$ cat src/include/periph_consts.svh
// Shared constants for the peripheral subsystem
// Bus widths, core and cluster counts, address map windows,
// control register offsets and request queue depth

`ifndef PERIPH_CONSTS_SVH
`define PERIPH_CONSTS_SVH

// Bus widths
`define PERIPH_AW 32
`define PERIPH_DW 32

// Platform size
`define PERIPH_N_CORES    4
`define PERIPH_N_CLUSTERS 1

// Address map, rule 0 is the control block and rule 1 the stdout port
`define CTRL_BASE   32'h1A10_4000
`define CTRL_END    32'h1A10_4FFF
`define STDOUT_BASE 32'h1A10_F000
`define STDOUT_END  32'h1A10_FFFF

// Control register offsets inside the 4 KiB window
`define REG_INFO     12'h000
`define REG_FETCH_EN 12'h004
`define REG_SCRATCH  12'h008
`define REG_EOC      12'h00C

`define REQ_DEPTH 4

`endif
$ cat src/rtl/periph_pkg.sv
// Types for the peripheral subsystem
// Bus address, data and strobe vectors, core index,
// pending character count and the APB bridge phases

`include "periph_consts.svh"

package periph_pkg;

  typedef logic [`PERIPH_AW-1:0]   addr_t;
  typedef logic [`PERIPH_DW-1:0]   data_t;
  typedef logic [`PERIPH_DW/8-1:0] strb_t;

  // Four cores need two index bits
  typedef logic [1:0] core_id_t;
  typedef logic [7:0] cnt_t;

  typedef enum logic [1:0] {
    IDLE,
    SETUP,
    ACCESS
  } apb_state_e;

endpackage

$ cat src/rtl/periph_subsys.sv
// Peripheral subsystem top level
// Request queue, APB bridge, control registers and stdout port

`timescale 1ns/1ns
`include "periph_consts.svh"

module periph_subsys
  import periph_pkg::*;
(
  input  logic                       clk_i,
  input  logic                       rst_i,
  input  logic                       req_valid_i,
  input  logic                       req_write_i,
  input  addr_t                      req_addr_i,
  input  data_t                      req_wdata_i,
  input  strb_t                      req_strb_i,
  output logic                       rsp_valid_o,
  output data_t                      rsp_rdata_o,
  output logic                       rsp_err_o,
  output logic [`PERIPH_N_CORES-1:0] fetch_en_o,
  output logic                       eoc_o,
  output data_t                      exit_code_o,
  output logic                       char_valid_o,
  output core_id_t                   char_core_o,
  output logic [7:0]                 char_data_o,
  output logic                       line_end_o
);

  // Queue head
  logic  not_empty;
  logic  pop;
  logic  head_write;
  addr_t head_addr;
  data_t head_wdata;
  strb_t head_strb;

  // APB, slave 0 control and slave 1 stdout
  addr_t      paddr;
  logic       pwrite;
  data_t      pwdata;
  strb_t      pstrb;
  logic [1:0] psel;
  logic       penable;
  data_t      prdata0;
  logic       pslverr0;
  data_t      prdata1;
  logic       pslverr1;

  req_fifo i_req_fifo (
    .clk_i        (clk_i),
    .rst_i        (rst_i),
    .push_i       (req_valid_i),
    .write_i      (req_write_i),
    .addr_i       (req_addr_i),
    .wdata_i      (req_wdata_i),
    .strb_i       (req_strb_i),
    .pop_i        (pop),
    .not_empty_o  (not_empty),
    .head_write_o (head_write),
    .head_addr_o  (head_addr),
    .head_wdata_o (head_wdata),
    .head_strb_o  (head_strb)
  );

  apb_bridge i_apb_bridge (
    .clk_i        (clk_i),
    .rst_i        (rst_i),
    .not_empty_i  (not_empty),
    .head_write_i (head_write),
    .head_addr_i  (head_addr),
    .head_wdata_i (head_wdata),
    .head_strb_i  (head_strb),
    .pop_o        (pop),
    .paddr_o      (paddr),
    .pwrite_o     (pwrite),
    .pwdata_o     (pwdata),
    .pstrb_o      (pstrb),
    .psel_o       (psel),
    .penable_o    (penable),
    .prdata0_i    (prdata0),
    .pslverr0_i   (pslverr0),
    .prdata1_i    (prdata1),
    .pslverr1_i   (pslverr1),
    .rsp_valid_o  (rsp_valid_o),
    .rsp_rdata_o  (rsp_rdata_o),
    .rsp_err_o    (rsp_err_o)
  );

  soc_ctrl_regs i_soc_ctrl_regs (
    .clk_i       (clk_i),
    .rst_i       (rst_i),
    .psel_i      (psel[0]),
    .penable_i   (penable),
    .pwrite_i    (pwrite),
    .paddr_i     (paddr),
    .pwdata_i    (pwdata),
    .pstrb_i     (pstrb),
    .prdata_o    (prdata0),
    .pslverr_o   (pslverr0),
    .fetch_en_o  (fetch_en_o),
    .eoc_o       (eoc_o),
    .exit_code_o (exit_code_o)
  );

  apb_stdout i_stdout (
    .clk_i        (clk_i),
    .rst_i        (rst_i),
    .psel_i       (psel[1]),
    .penable_i    (penable),
    .pwrite_i     (pwrite),
    .paddr_i      (paddr),
    .pwdata_i     (pwdata),
    .prdata_o     (prdata1),
    .pslverr_o    (pslverr1),
    .char_valid_o (char_valid_o),
    .char_core_o  (char_core_o),
    .char_data_o  (char_data_o),
    .line_end_o   (line_end_o)
  );

endmodule

$ cat src/rtl/apb_stdout.sv
// Stdout port on APB
// Per-core character strobes, line end pulses and
// saturating pending character counts readable per core

`timescale 1ns/1ns
`include "periph_consts.svh"

module apb_stdout
  import periph_pkg::*;
(
  input  logic     clk_i,
  input  logic     rst_i,
  input  logic     psel_i,
  input  logic     penable_i,
  input  logic     pwrite_i,
  input  addr_t    paddr_i,
  input  data_t    pwdata_i,
  output data_t    prdata_o,
  output logic     pslverr_o,
  output logic     char_valid_o,
  output core_id_t char_core_o,
  output logic [7:0] char_data_o,
  output logic     line_end_o
);

  logic [11:0] offset;
  logic [7:0]  slot;
  core_id_t    core;
  logic        bad;
  logic        wr_en;

  cnt_t        cnt_q [`PERIPH_N_CORES];
  logic        char_valid_q;
  logic        line_end_q;
  core_id_t    char_core_q;
  logic [7:0]  char_data_q;

  // One 16-byte slot per core
  assign offset = paddr_i[11:0];
  assign slot   = offset[11:4];
  assign core   = core_id_t'(slot);
  assign bad    = (offset[3:0] != 4'h0) || (slot >= 8'(`PERIPH_N_CORES));

  assign pslverr_o = bad;
  assign prdata_o  = (bad || pwrite_i) ? '0 : data_t'(cnt_q[core]);
  assign wr_en     = psel_i && penable_i && pwrite_i && !bad;

  always_ff @(posedge clk_i) begin
    if (wr_en) begin
      char_core_q <= core;
      char_data_q <= pwdata_i[7:0];
    end
  end

  always_ff @(posedge clk_i) begin
    if (rst_i) begin
      char_valid_q <= 1'b0;
      line_end_q   <= 1'b0;
      for (int c = 0; c < `PERIPH_N_CORES; c++) begin
        cnt_q[c] <= '0;
      end
    end else begin
      char_valid_q <= wr_en;
      line_end_q   <= wr_en && (pwdata_i[7:0] == 8'h0A);
      if (wr_en) begin
        if (pwdata_i[7:0] == 8'h0A) begin
          cnt_q[core] <= '0;
        end else if (cnt_q[core] != '1) begin
          cnt_q[core] <= cnt_q[core] + 1'b1;
        end
      end
    end
  end

  assign char_valid_o = char_valid_q;
  assign char_core_o  = char_core_q;
  assign char_data_o  = char_data_q;
  assign line_end_o   = line_end_q;

endmodule

$ cat src/rtl/soc_ctrl_regs.sv
// SoC control register block on APB
// Info, fetch enable, scratch and end-of-computation registers

`timescale 1ns/1ns
`include "periph_consts.svh"

module soc_ctrl_regs
  import periph_pkg::*;
(
  input  logic                       clk_i,
  input  logic                       rst_i,
  input  logic                       psel_i,
  input  logic                       penable_i,
  input  logic                       pwrite_i,
  input  addr_t                      paddr_i,
  input  data_t                      pwdata_i,
  input  strb_t                      pstrb_i,
  output data_t                      prdata_o,
  output logic                       pslverr_o,
  output logic [`PERIPH_N_CORES-1:0] fetch_en_o,
  output logic                       eoc_o,
  output data_t                      exit_code_o
);

  localparam int unsigned HALF = `PERIPH_DW / 2;
  // Clusters in the upper half, cores in the lower
  localparam data_t INFO_VAL = {HALF'(`PERIPH_N_CLUSTERS), HALF'(`PERIPH_N_CORES)};

  logic [11:0]                offset;
  logic                       wr_en;
  logic [`PERIPH_N_CORES-1:0] fetch_en_q;
  data_t                      scratch_q;
  logic                       eoc_q;
  data_t                      exit_code_q;

  assign offset = paddr_i[11:0];

  // Read mux and error decode, data only on reads
  always_comb begin
    prdata_o  = '0;
    pslverr_o = 1'b0;
    case (offset)
      `REG_INFO: begin
        if (pwrite_i) begin
          pslverr_o = 1'b1;
        end else begin
          prdata_o = INFO_VAL;
        end
      end
      `REG_FETCH_EN: begin
        if (!pwrite_i) begin
          prdata_o = data_t'(fetch_en_q);
        end
      end
      `REG_SCRATCH: begin
        if (!pwrite_i) begin
          prdata_o = scratch_q;
        end
      end
      `REG_EOC: begin
        if (!pwrite_i) begin
          prdata_o = exit_code_q;
        end
      end
      default: pslverr_o = 1'b1;
    endcase
  end

  assign wr_en = psel_i && penable_i && pwrite_i && !pslverr_o;

  always_ff @(posedge clk_i) begin
    if (rst_i) begin
      fetch_en_q  <= '0;
      scratch_q   <= '0;
      eoc_q       <= 1'b0;
      exit_code_q <= '0;
    end else if (wr_en) begin
      case (offset)
        `REG_FETCH_EN: fetch_en_q <= pwdata_i[`PERIPH_N_CORES-1:0];
        `REG_SCRATCH: begin
          for (int b = 0; b < `PERIPH_DW / 8; b++) begin
            if (pstrb_i[b]) begin
              scratch_q[8*b +: 8] <= pwdata_i[8*b +: 8];
            end
          end
        end
        `REG_EOC: begin
          // Flag stays set until reset
          eoc_q       <= 1'b1;
          exit_code_q <= pwdata_i;
        end
        default: ;
      endcase
    end
  end

  assign fetch_en_o  = fetch_en_q;
  assign eoc_o       = eoc_q;
  assign exit_code_o = exit_code_q;

  // An access phase here needs a setup phase here the cycle before
  a_access_after_setup: assert property (@(posedge clk_i) disable iff (rst_i)
    (psel_i && penable_i) |-> $past(psel_i && !penable_i))
    else $error("control block accessed without setup");

endmodule

$ cat src/rtl/apb_bridge.sv
// APB master for queued host requests
// Two-rule address decode, IDLE/SETUP/ACCESS FSM and
// single-cycle response strobe with read data and error

`timescale 1ns/1ns
`include "periph_consts.svh"

module apb_bridge
  import periph_pkg::*;
(
  input  logic       clk_i,
  input  logic       rst_i,
  input  logic       not_empty_i,
  input  logic       head_write_i,
  input  addr_t      head_addr_i,
  input  data_t      head_wdata_i,
  input  strb_t      head_strb_i,
  output logic       pop_o,
  output addr_t      paddr_o,
  output logic       pwrite_o,
  output data_t      pwdata_o,
  output strb_t      pstrb_o,
  output logic [1:0] psel_o,
  output logic       penable_o,
  input  data_t      prdata0_i,
  input  logic       pslverr0_i,
  input  data_t      prdata1_i,
  input  logic       pslverr1_i,
  output logic       rsp_valid_o,
  output data_t      rsp_rdata_o,
  output logic       rsp_err_o
);

  apb_state_e state_q;
  apb_state_e state_d;

  // Request taken from the queue head
  logic  write_q;
  addr_t addr_q;
  data_t wdata_q;
  strb_t strb_q;

  logic [1:0] rule_hit;
  data_t      sel_rdata;
  logic       sel_err;

  logic  rsp_valid_q;
  data_t rsp_rdata_q;
  logic  rsp_err_q;

  assign rule_hit[0] = (addr_q >= `CTRL_BASE) && (addr_q <= `CTRL_END);
  assign rule_hit[1] = (addr_q >= `STDOUT_BASE) && (addr_q <= `STDOUT_END);

  assign pop_o = (state_q == IDLE) && not_empty_i;

  always_comb begin
    state_d = state_q;
    case (state_q)
      IDLE: begin
        if (not_empty_i) begin
          state_d = SETUP;
        end
      end
      SETUP:   state_d = ACCESS;
      ACCESS:  state_d = IDLE;
      default: state_d = IDLE;
    endcase
  end

  // Shared APB lines, select only for a matching rule
  assign paddr_o   = addr_q;
  assign pwrite_o  = write_q;
  assign pwdata_o  = wdata_q;
  assign pstrb_o   = strb_q;
  assign psel_o    = (state_q != IDLE) ? rule_hit : 2'b00;
  assign penable_o = (state_q == ACCESS) && (rule_hit != 2'b00);

  // Unmapped requests answer with an error
  always_comb begin
    sel_rdata = '0;
    sel_err   = 1'b1;
    if (rule_hit[0]) begin
      sel_rdata = prdata0_i;
      sel_err   = pslverr0_i;
    end else if (rule_hit[1]) begin
      sel_rdata = prdata1_i;
      sel_err   = pslverr1_i;
    end
  end

  always_ff @(posedge clk_i) begin
    if (pop_o) begin
      write_q <= head_write_i;
      addr_q  <= head_addr_i;
      wdata_q <= head_wdata_i;
      strb_q  <= head_strb_i;
    end
    if (state_q == ACCESS) begin
      rsp_err_q   <= sel_err;
      rsp_rdata_q <= sel_err ? '0 : sel_rdata;
    end
  end

  always_ff @(posedge clk_i) begin
    if (rst_i) begin
      state_q     <= IDLE;
      rsp_valid_q <= 1'b0;
    end else begin
      state_q     <= state_d;
      rsp_valid_q <= (state_q == ACCESS);
    end
  end

  assign rsp_valid_o = rsp_valid_q;
  assign rsp_rdata_o = rsp_rdata_q;
  assign rsp_err_o   = rsp_err_q;

  a_psel_onehot: assert property (@(posedge clk_i) disable iff (rst_i)
    $onehot0(psel_o))
    else $error("more than one APB slave selected");

  // Access phase keeps the slave picked in setup
  a_penable_sel: assert property (@(posedge clk_i) disable iff (rst_i)
    penable_o |-> (psel_o != 2'b00) && $stable(psel_o) && !$past(penable_o))
    else $error("penable without a preceding setup phase");

endmodule

$ cat src/rtl/req_fifo.sv
// Request queue between the host strobes and the APB bridge
// Circular buffer with read/write pointers and a fill count,
// plus overflow and underflow checks

`timescale 1ns/1ns
`include "periph_consts.svh"

module req_fifo
  import periph_pkg::*;
(
  input  logic  clk_i,
  input  logic  rst_i,
  input  logic  push_i,
  input  logic  write_i,
  input  addr_t addr_i,
  input  data_t wdata_i,
  input  strb_t strb_i,
  input  logic  pop_i,
  output logic  not_empty_o,
  output logic  head_write_o,
  output addr_t head_addr_o,
  output data_t head_wdata_o,
  output strb_t head_strb_o
);

  localparam int unsigned DEPTH = `REQ_DEPTH;
  localparam int unsigned PTR_W = $clog2(DEPTH);
  localparam int unsigned CNT_W = $clog2(DEPTH + 1);

  logic [PTR_W-1:0] wr_ptr_q;
  logic [PTR_W-1:0] rd_ptr_q;
  logic [CNT_W-1:0] count_q;
  logic             full;

  logic  ent_write_q [DEPTH];
  addr_t ent_addr_q  [DEPTH];
  data_t ent_wdata_q [DEPTH];
  strb_t ent_strb_q  [DEPTH];

  function automatic logic [PTR_W-1:0] ptr_inc(input logic [PTR_W-1:0] ptr);
    return (ptr == PTR_W'(DEPTH - 1)) ? '0 : ptr + 1'b1;
  endfunction

  assign full        = (count_q == CNT_W'(DEPTH));
  assign not_empty_o = (count_q != '0);

  assign head_write_o = ent_write_q[rd_ptr_q];
  assign head_addr_o  = ent_addr_q[rd_ptr_q];
  assign head_wdata_o = ent_wdata_q[rd_ptr_q];
  assign head_strb_o  = ent_strb_q[rd_ptr_q];

  // Entry storage
  always_ff @(posedge clk_i) begin
    if (push_i) begin
      ent_write_q[wr_ptr_q] <= write_i;
      ent_addr_q[wr_ptr_q]  <= addr_i;
      ent_wdata_q[wr_ptr_q] <= wdata_i;
      ent_strb_q[wr_ptr_q]  <= strb_i;
    end
  end

  always_ff @(posedge clk_i) begin
    if (rst_i) begin
      wr_ptr_q <= '0;
      rd_ptr_q <= '0;
      count_q  <= '0;
    end else begin
      if (push_i) begin
        wr_ptr_q <= ptr_inc(wr_ptr_q);
      end
      if (pop_i) begin
        rd_ptr_q <= ptr_inc(rd_ptr_q);
      end
      // Count holds when both happen together
      case ({push_i, pop_i})
        2'b10:   count_q <= count_q + 1'b1;
        2'b01:   count_q <= count_q - 1'b1;
        default: count_q <= count_q;
      endcase
    end
  end

  // Host keeps its outstanding requests within the queue depth
  a_no_overflow: assert property (@(posedge clk_i) disable iff (rst_i)
    push_i |-> (!full || pop_i))
    else $error("request queue overflow");

  // Bridge only takes a request that is there
  a_no_underflow: assert property (@(posedge clk_i) disable iff (rst_i)
    pop_i |-> not_empty_o)
    else $error("request queue underflow");

endmodule

$ cat config.mk
export PLATFORM = sky130hd
export DESIGN_NAME = periph_subsys
export DESIGN_NICKNAME = d
export VERILOG_FILES = /design/src/rtl/periph_pkg.sv /design/src/rtl/periph_subsys.sv /design/src/rtl/apb_stdout.sv /design/src/rtl/soc_ctrl_regs.sv /design/src/rtl/apb_bridge.sv /design/src/rtl/req_fifo.sv
export VERILOG_INCLUDE_DIRS = /design/src /design/src/include
export SDC_FILE = /design/constraint.sdc
export NUM_CORES = 1
export LEC_CHECK = 0
export ABC_CLOCK_PERIOD_IN_PS = 8000
export BUFFER_PORTS_ARGS = -buffer_cell sky130_fd_sc_hd__buf_2
export CAP_MARGIN = 20
export CORE_AREA = 2 2 272 274
export CTS_BUF_LIST = sky130_fd_sc_hd__clkbuf_2
export DETAILED_ROUTE_END_ITERATION = 12
export DIE_AREA = 0 0 274 276
export MAX_ROUTING_LAYER = met4
export RECOVER_POWER = 50
export SKIP_CTS_REPAIR_TIMING = 1
export SLEW_MARGIN = 20
export SYNTH_ARGS = -nofsm -noshare
export SYNTH_HDL_FRONTEND = slang
export SYNTH_SLANG_ARGS = --single-unit
$ cat constraint.sdc
create_clock -name clk_i -period 8 [get_ports clk_i]
set_clock_uncertainty 0.2 [all_clocks]
set_input_delay 1.6 -clock clk_i [delete_from_list [all_inputs] [get_ports clk_i]]
set_output_delay 1.6 -clock clk_i [all_outputs]
set_load 0.005 [all_outputs]
==> reports/qor.tcl <==
set qor(cts_sinks) 501
set qor(clock_pin_slew_worst_setup_and_hold_paths_ns) 0.10
set qor(static-leakage-power_nw) 6.97
set qor(cts.root.buffer_cell) {sky130_fd_sc_hd__clkbuf_2}
set qor(design.die.area_sq_um) 75600
set qor(worst_setup_path_end_kind) {register}
set qor(synth_cells) 1039
set qor(gp_congestion) 0.834
set qor(critPathLaunchType) {primary input}
set qor(detail_route.vias_per_cell) 4.33
set qor(syn_to_final_growth_pct) 14.8
set qor(dp.final_hpwl_mm) 28.6
set qor(fmax_mhz) 200
set qor(cts_inserted_buffers) 111
set qor(grt_pass1_wl_mm) 66.6
set qor(grt_antenna_before_repair) 11
set qor(routed-via-count) 10095
set qor(worst_path_max_delay_cell) {sky130_fd_sc_hd__clkbuf_1}
set qor(finalHoldViolCount) 0
set qor(drt_first_iter_violations) 728
set qor(io_buffer_count) 154
set qor(mappedNetlistNets) 1119
set qor(rsz0062_at_grt) {no}
set qor(htree_levels) 3
set qor(postSynthRegisterBits) 501
set qor(track_usage) 0.122
set qor(dr.pass1.iters) 5
set qor(min_period_over_period) 0.624
set qor(synth.yosys.seq_area_share) 0.759
set qor(hold_slack_ns) 0.276
set qor(worst_ep_arrival_time_ns) 5.29
set qor(floorplan.core_area_sq_um) 72600
set qor(regArea_sq_um) 14200
set qor(worst_skew_pair.late_latency_ns) 1.04
set qor(timing.reg2reg.worst_path_depth) 3
set qor(synth_largest_area_cell) {sky130_fd_sc_hd__edfxtp_1}
set qor(drt_wl_total_mm) 44.8
set qor(grt_pass1_vias) 10427
set qor(ioPinCount) 155
set qor(floorplan.die.width_um) 274
set qor(syn_area_sq_um) 18800
set qor(worst_ep_required_time_ns) 8.30
set qor(failing_checks) {capacitance limit, slew limit}
set qor(maxSlewViolCount) 448
set qor(crit_path_cell_trace) {buf_2, and2_0, clkbuf_1}
set qor(final.min_clock_period_ns) 4.99
set qor(max_slew_margin) -2.20
set qor(post_synth.cell_area_avg_sq_um) 18.1
set qor(reg_to_reg_critical_path_startpoint) {i_req_fifo.wr_ptr_q[0]}
set qor(hold_depth) 2
set qor(critPathMaxStageDelay_ns) 3.33
set qor(maxCapViolCount) 8
set qor(critical_path.max_fanout) 69
set qor(cts.path.max_buffers) 3
set qor(rows) 99
set qor(timing.final.setup_violations) 0
set qor(number_of_nets_in_the_layout) 1352
set qor(power.density_cell_area_nw_per_um2) 288
set qor(post_synth_arst_share) 0
set qor(antenna_violating_nets_post_route) 0
set qor(worst_ir_drop_vdd_mv) 0.196
set qor(grt_start_max_net_pins) 81
set qor(synth_enable_flop_cells) 420
set qor(timing_worst_slew_pin_value_ns) 4.80
set qor(initial_utilization) 0.258
set qor(tns_ns) 0
set qor(final_layout_size_suffix_gt1_frac) 0.278
set qor(synth_cell_type_count) 51
set qor(outcome) {finished, violations left}
set qor(cts_tree) {yes}
set qor(route.detailed.wl_per_inst_um) 19.2
set qor(synth_largest_type_area_fraction) 0.672
set qor(final_power_mw) 6.20
set qor(die_y_um) 276
set qor(filler_cell_count) 7369
set qor(synth_top_cells_by_area) {sky130_fd_sc_hd__edfxtp_1 67%, sky130_fd_sc_hd__mux4_2 9.2%, sky130_fd_sc_hd__dfxtp_1 8.6%}
set qor(critical_path.reg2reg.endpoint) {i_req_fifo.ent_addr_q[3][20]}
set qor(r2r_slack_ns) 3.11
set qor(timing.hold.worst_endpoint) {i_soc_ctrl_regs.exit_code_o[12]}
set qor(grt-ovfl-total) 0
set qor(worstHoldStart) {i_soc_ctrl_regs.exit_code_o[12]}
set qor(synthFlopType) {sky130_fd_sc_hd__edfxtp_1}
set qor(dr_drc_count) 0
set qor(synth_warnings) 0
set qor(hold_class) {reg -> reg}
set qor(worstSetupPathType) {in -> reg}
set qor(multi_input_comb_area_sq_um) 4230
## worst max-delay path by stage
stage	from	end	slack [ns]	depth (start not counted)
floorplan	i_req_fifo.count_q[0]	i_req_fifo.count_q[2]	4.12	9
global placement	i_apb_bridge.paddr_o[4]	i_stdout.cnt_q[1][0]	4.58	6
detailed placement	i_apb_bridge.paddr_o[4]	i_stdout.cnt_q[3][0]	4.50	6
CTS	i_apb_bridge.rsp_rdata_o[25]	rsp_rdata_o[25]	4.37	1
global route	i_req_fifo.wr_ptr_q[0]	i_req_fifo.ent_wdata_q[2][4]	2.65	4
finish	req_valid_i	i_req_fifo.ent_addr_q[3][20]	3.01	3
## cell families (layout without fill, tap and decap cells)
group                    after synthesis  in the layout  share of synthesized area
adder cells (fa/ha/maj)                8              8                    0.00574
AND/OR/NAND/NOR                      254            254                     0.0727
other                                  0              6                          0
buffers and inverters                 64            393                     0.0159
AO/OA/AOI/OAI                         86             86                     0.0284
multiplexers                         118            118                      0.115
XOR/XNOR                               8              8                    0.00374
flip-flops                           501            501                      0.759
## worst max-delay path, delay by kind of cell
family | cells | cell delay (ns)
simple gates | 1 | 0.14
buf+inv | 2 | 3.46
## Yosys cell counts, drive strengths merged, types with 9 or more instances
cell and n:
a21oi 40, a22oi 30, buf 21, clkbuf 28, dfxtp 81, edfxtp 420, inv 15, mux2i 38
mux4 77, nand2 84, nand3 9, nor2 95, nor3 17, nor4 10
## cells in the final DEF (no fill, tap or decap), types with 38 or more instances in the layout
cell / instances
sky130_fd_sc_hd__a21oi_1: 40
sky130_fd_sc_hd__buf_2: 84
sky130_fd_sc_hd__clkbuf_1: 78
sky130_fd_sc_hd__clkbuf_2: 179
sky130_fd_sc_hd__dfxtp_1: 80
sky130_fd_sc_hd__edfxtp_1: 420
sky130_fd_sc_hd__mux2i_1: 38
sky130_fd_sc_hd__mux4_2: 77
sky130_fd_sc_hd__nand2_1: 83
sky130_fd_sc_hd__nor2_1: 94
## through the flow
stage	setup slack, ns	instance area [sq um]	util	instances
after floorplan	4.12	18800	-	1039
after global placement	4.58	20600	0.284	2116
after detailed placement	4.50	20700	0.285	2118
after CTS	4.37	21700	0.299	2327
after global routing	2.65	21500	0.297	2332
final	3.01	21500	0.297	2333
## flip-flops by register name (all words and copies together), names as in the netlist, 3 cells and up
signal	count
i_soc_ctrl_regs.fetch_en_o	4
i_apb_bridge.paddr_o	32
i_apb_bridge.pstrb_o	4
i_req_fifo.count_q	3
i_stdout.cnt_q	32
i_soc_ctrl_regs.scratch_q	32
i_req_fifo.ent_write_q	4
i_apb_bridge.pwdata_o	32
i_req_fifo.ent_addr_q	128
i_req_fifo.ent_wdata_q	128
i_req_fifo.ent_strb_q	16
i_apb_bridge.rsp_rdata_o	32
i_soc_ctrl_regs.exit_code_o	32
i_stdout.char_data_o	8
## report_power, final
part | total [mW] | switching, mW | internal, mW
Sequential | 3.58 | 0.293 | 3.29
Combinational | 1.04 | 0.599 | 0.441
Clock | 1.58 | 0.985 | 0.593
Total | 6.20 | 1.88 | 4.32
## routing by layer
metal  GRT usage  vias to the layer above  wire [um]
met5           -                        -          0
met4      0.0325                        0        683
met3      0.0373                       67       3550
met2       0.186                      373      21300
met1       0.156                     5062      19300
li1            -                     4593          -
## final cells by class
cell class | instances | area share
repair buffers | 169 | 0.0356
diodes | 6 | 0.000697
clock buffers | 179 | 0.0416
flip-flops and latches | 501 | 0.661
clock inverters | 30 | 0.00622
multi-input cells | 474 | 0.196
well taps | 959 | 0.0557
inverters | 15 | 0.00267
(Power assumes the default switching activity.)
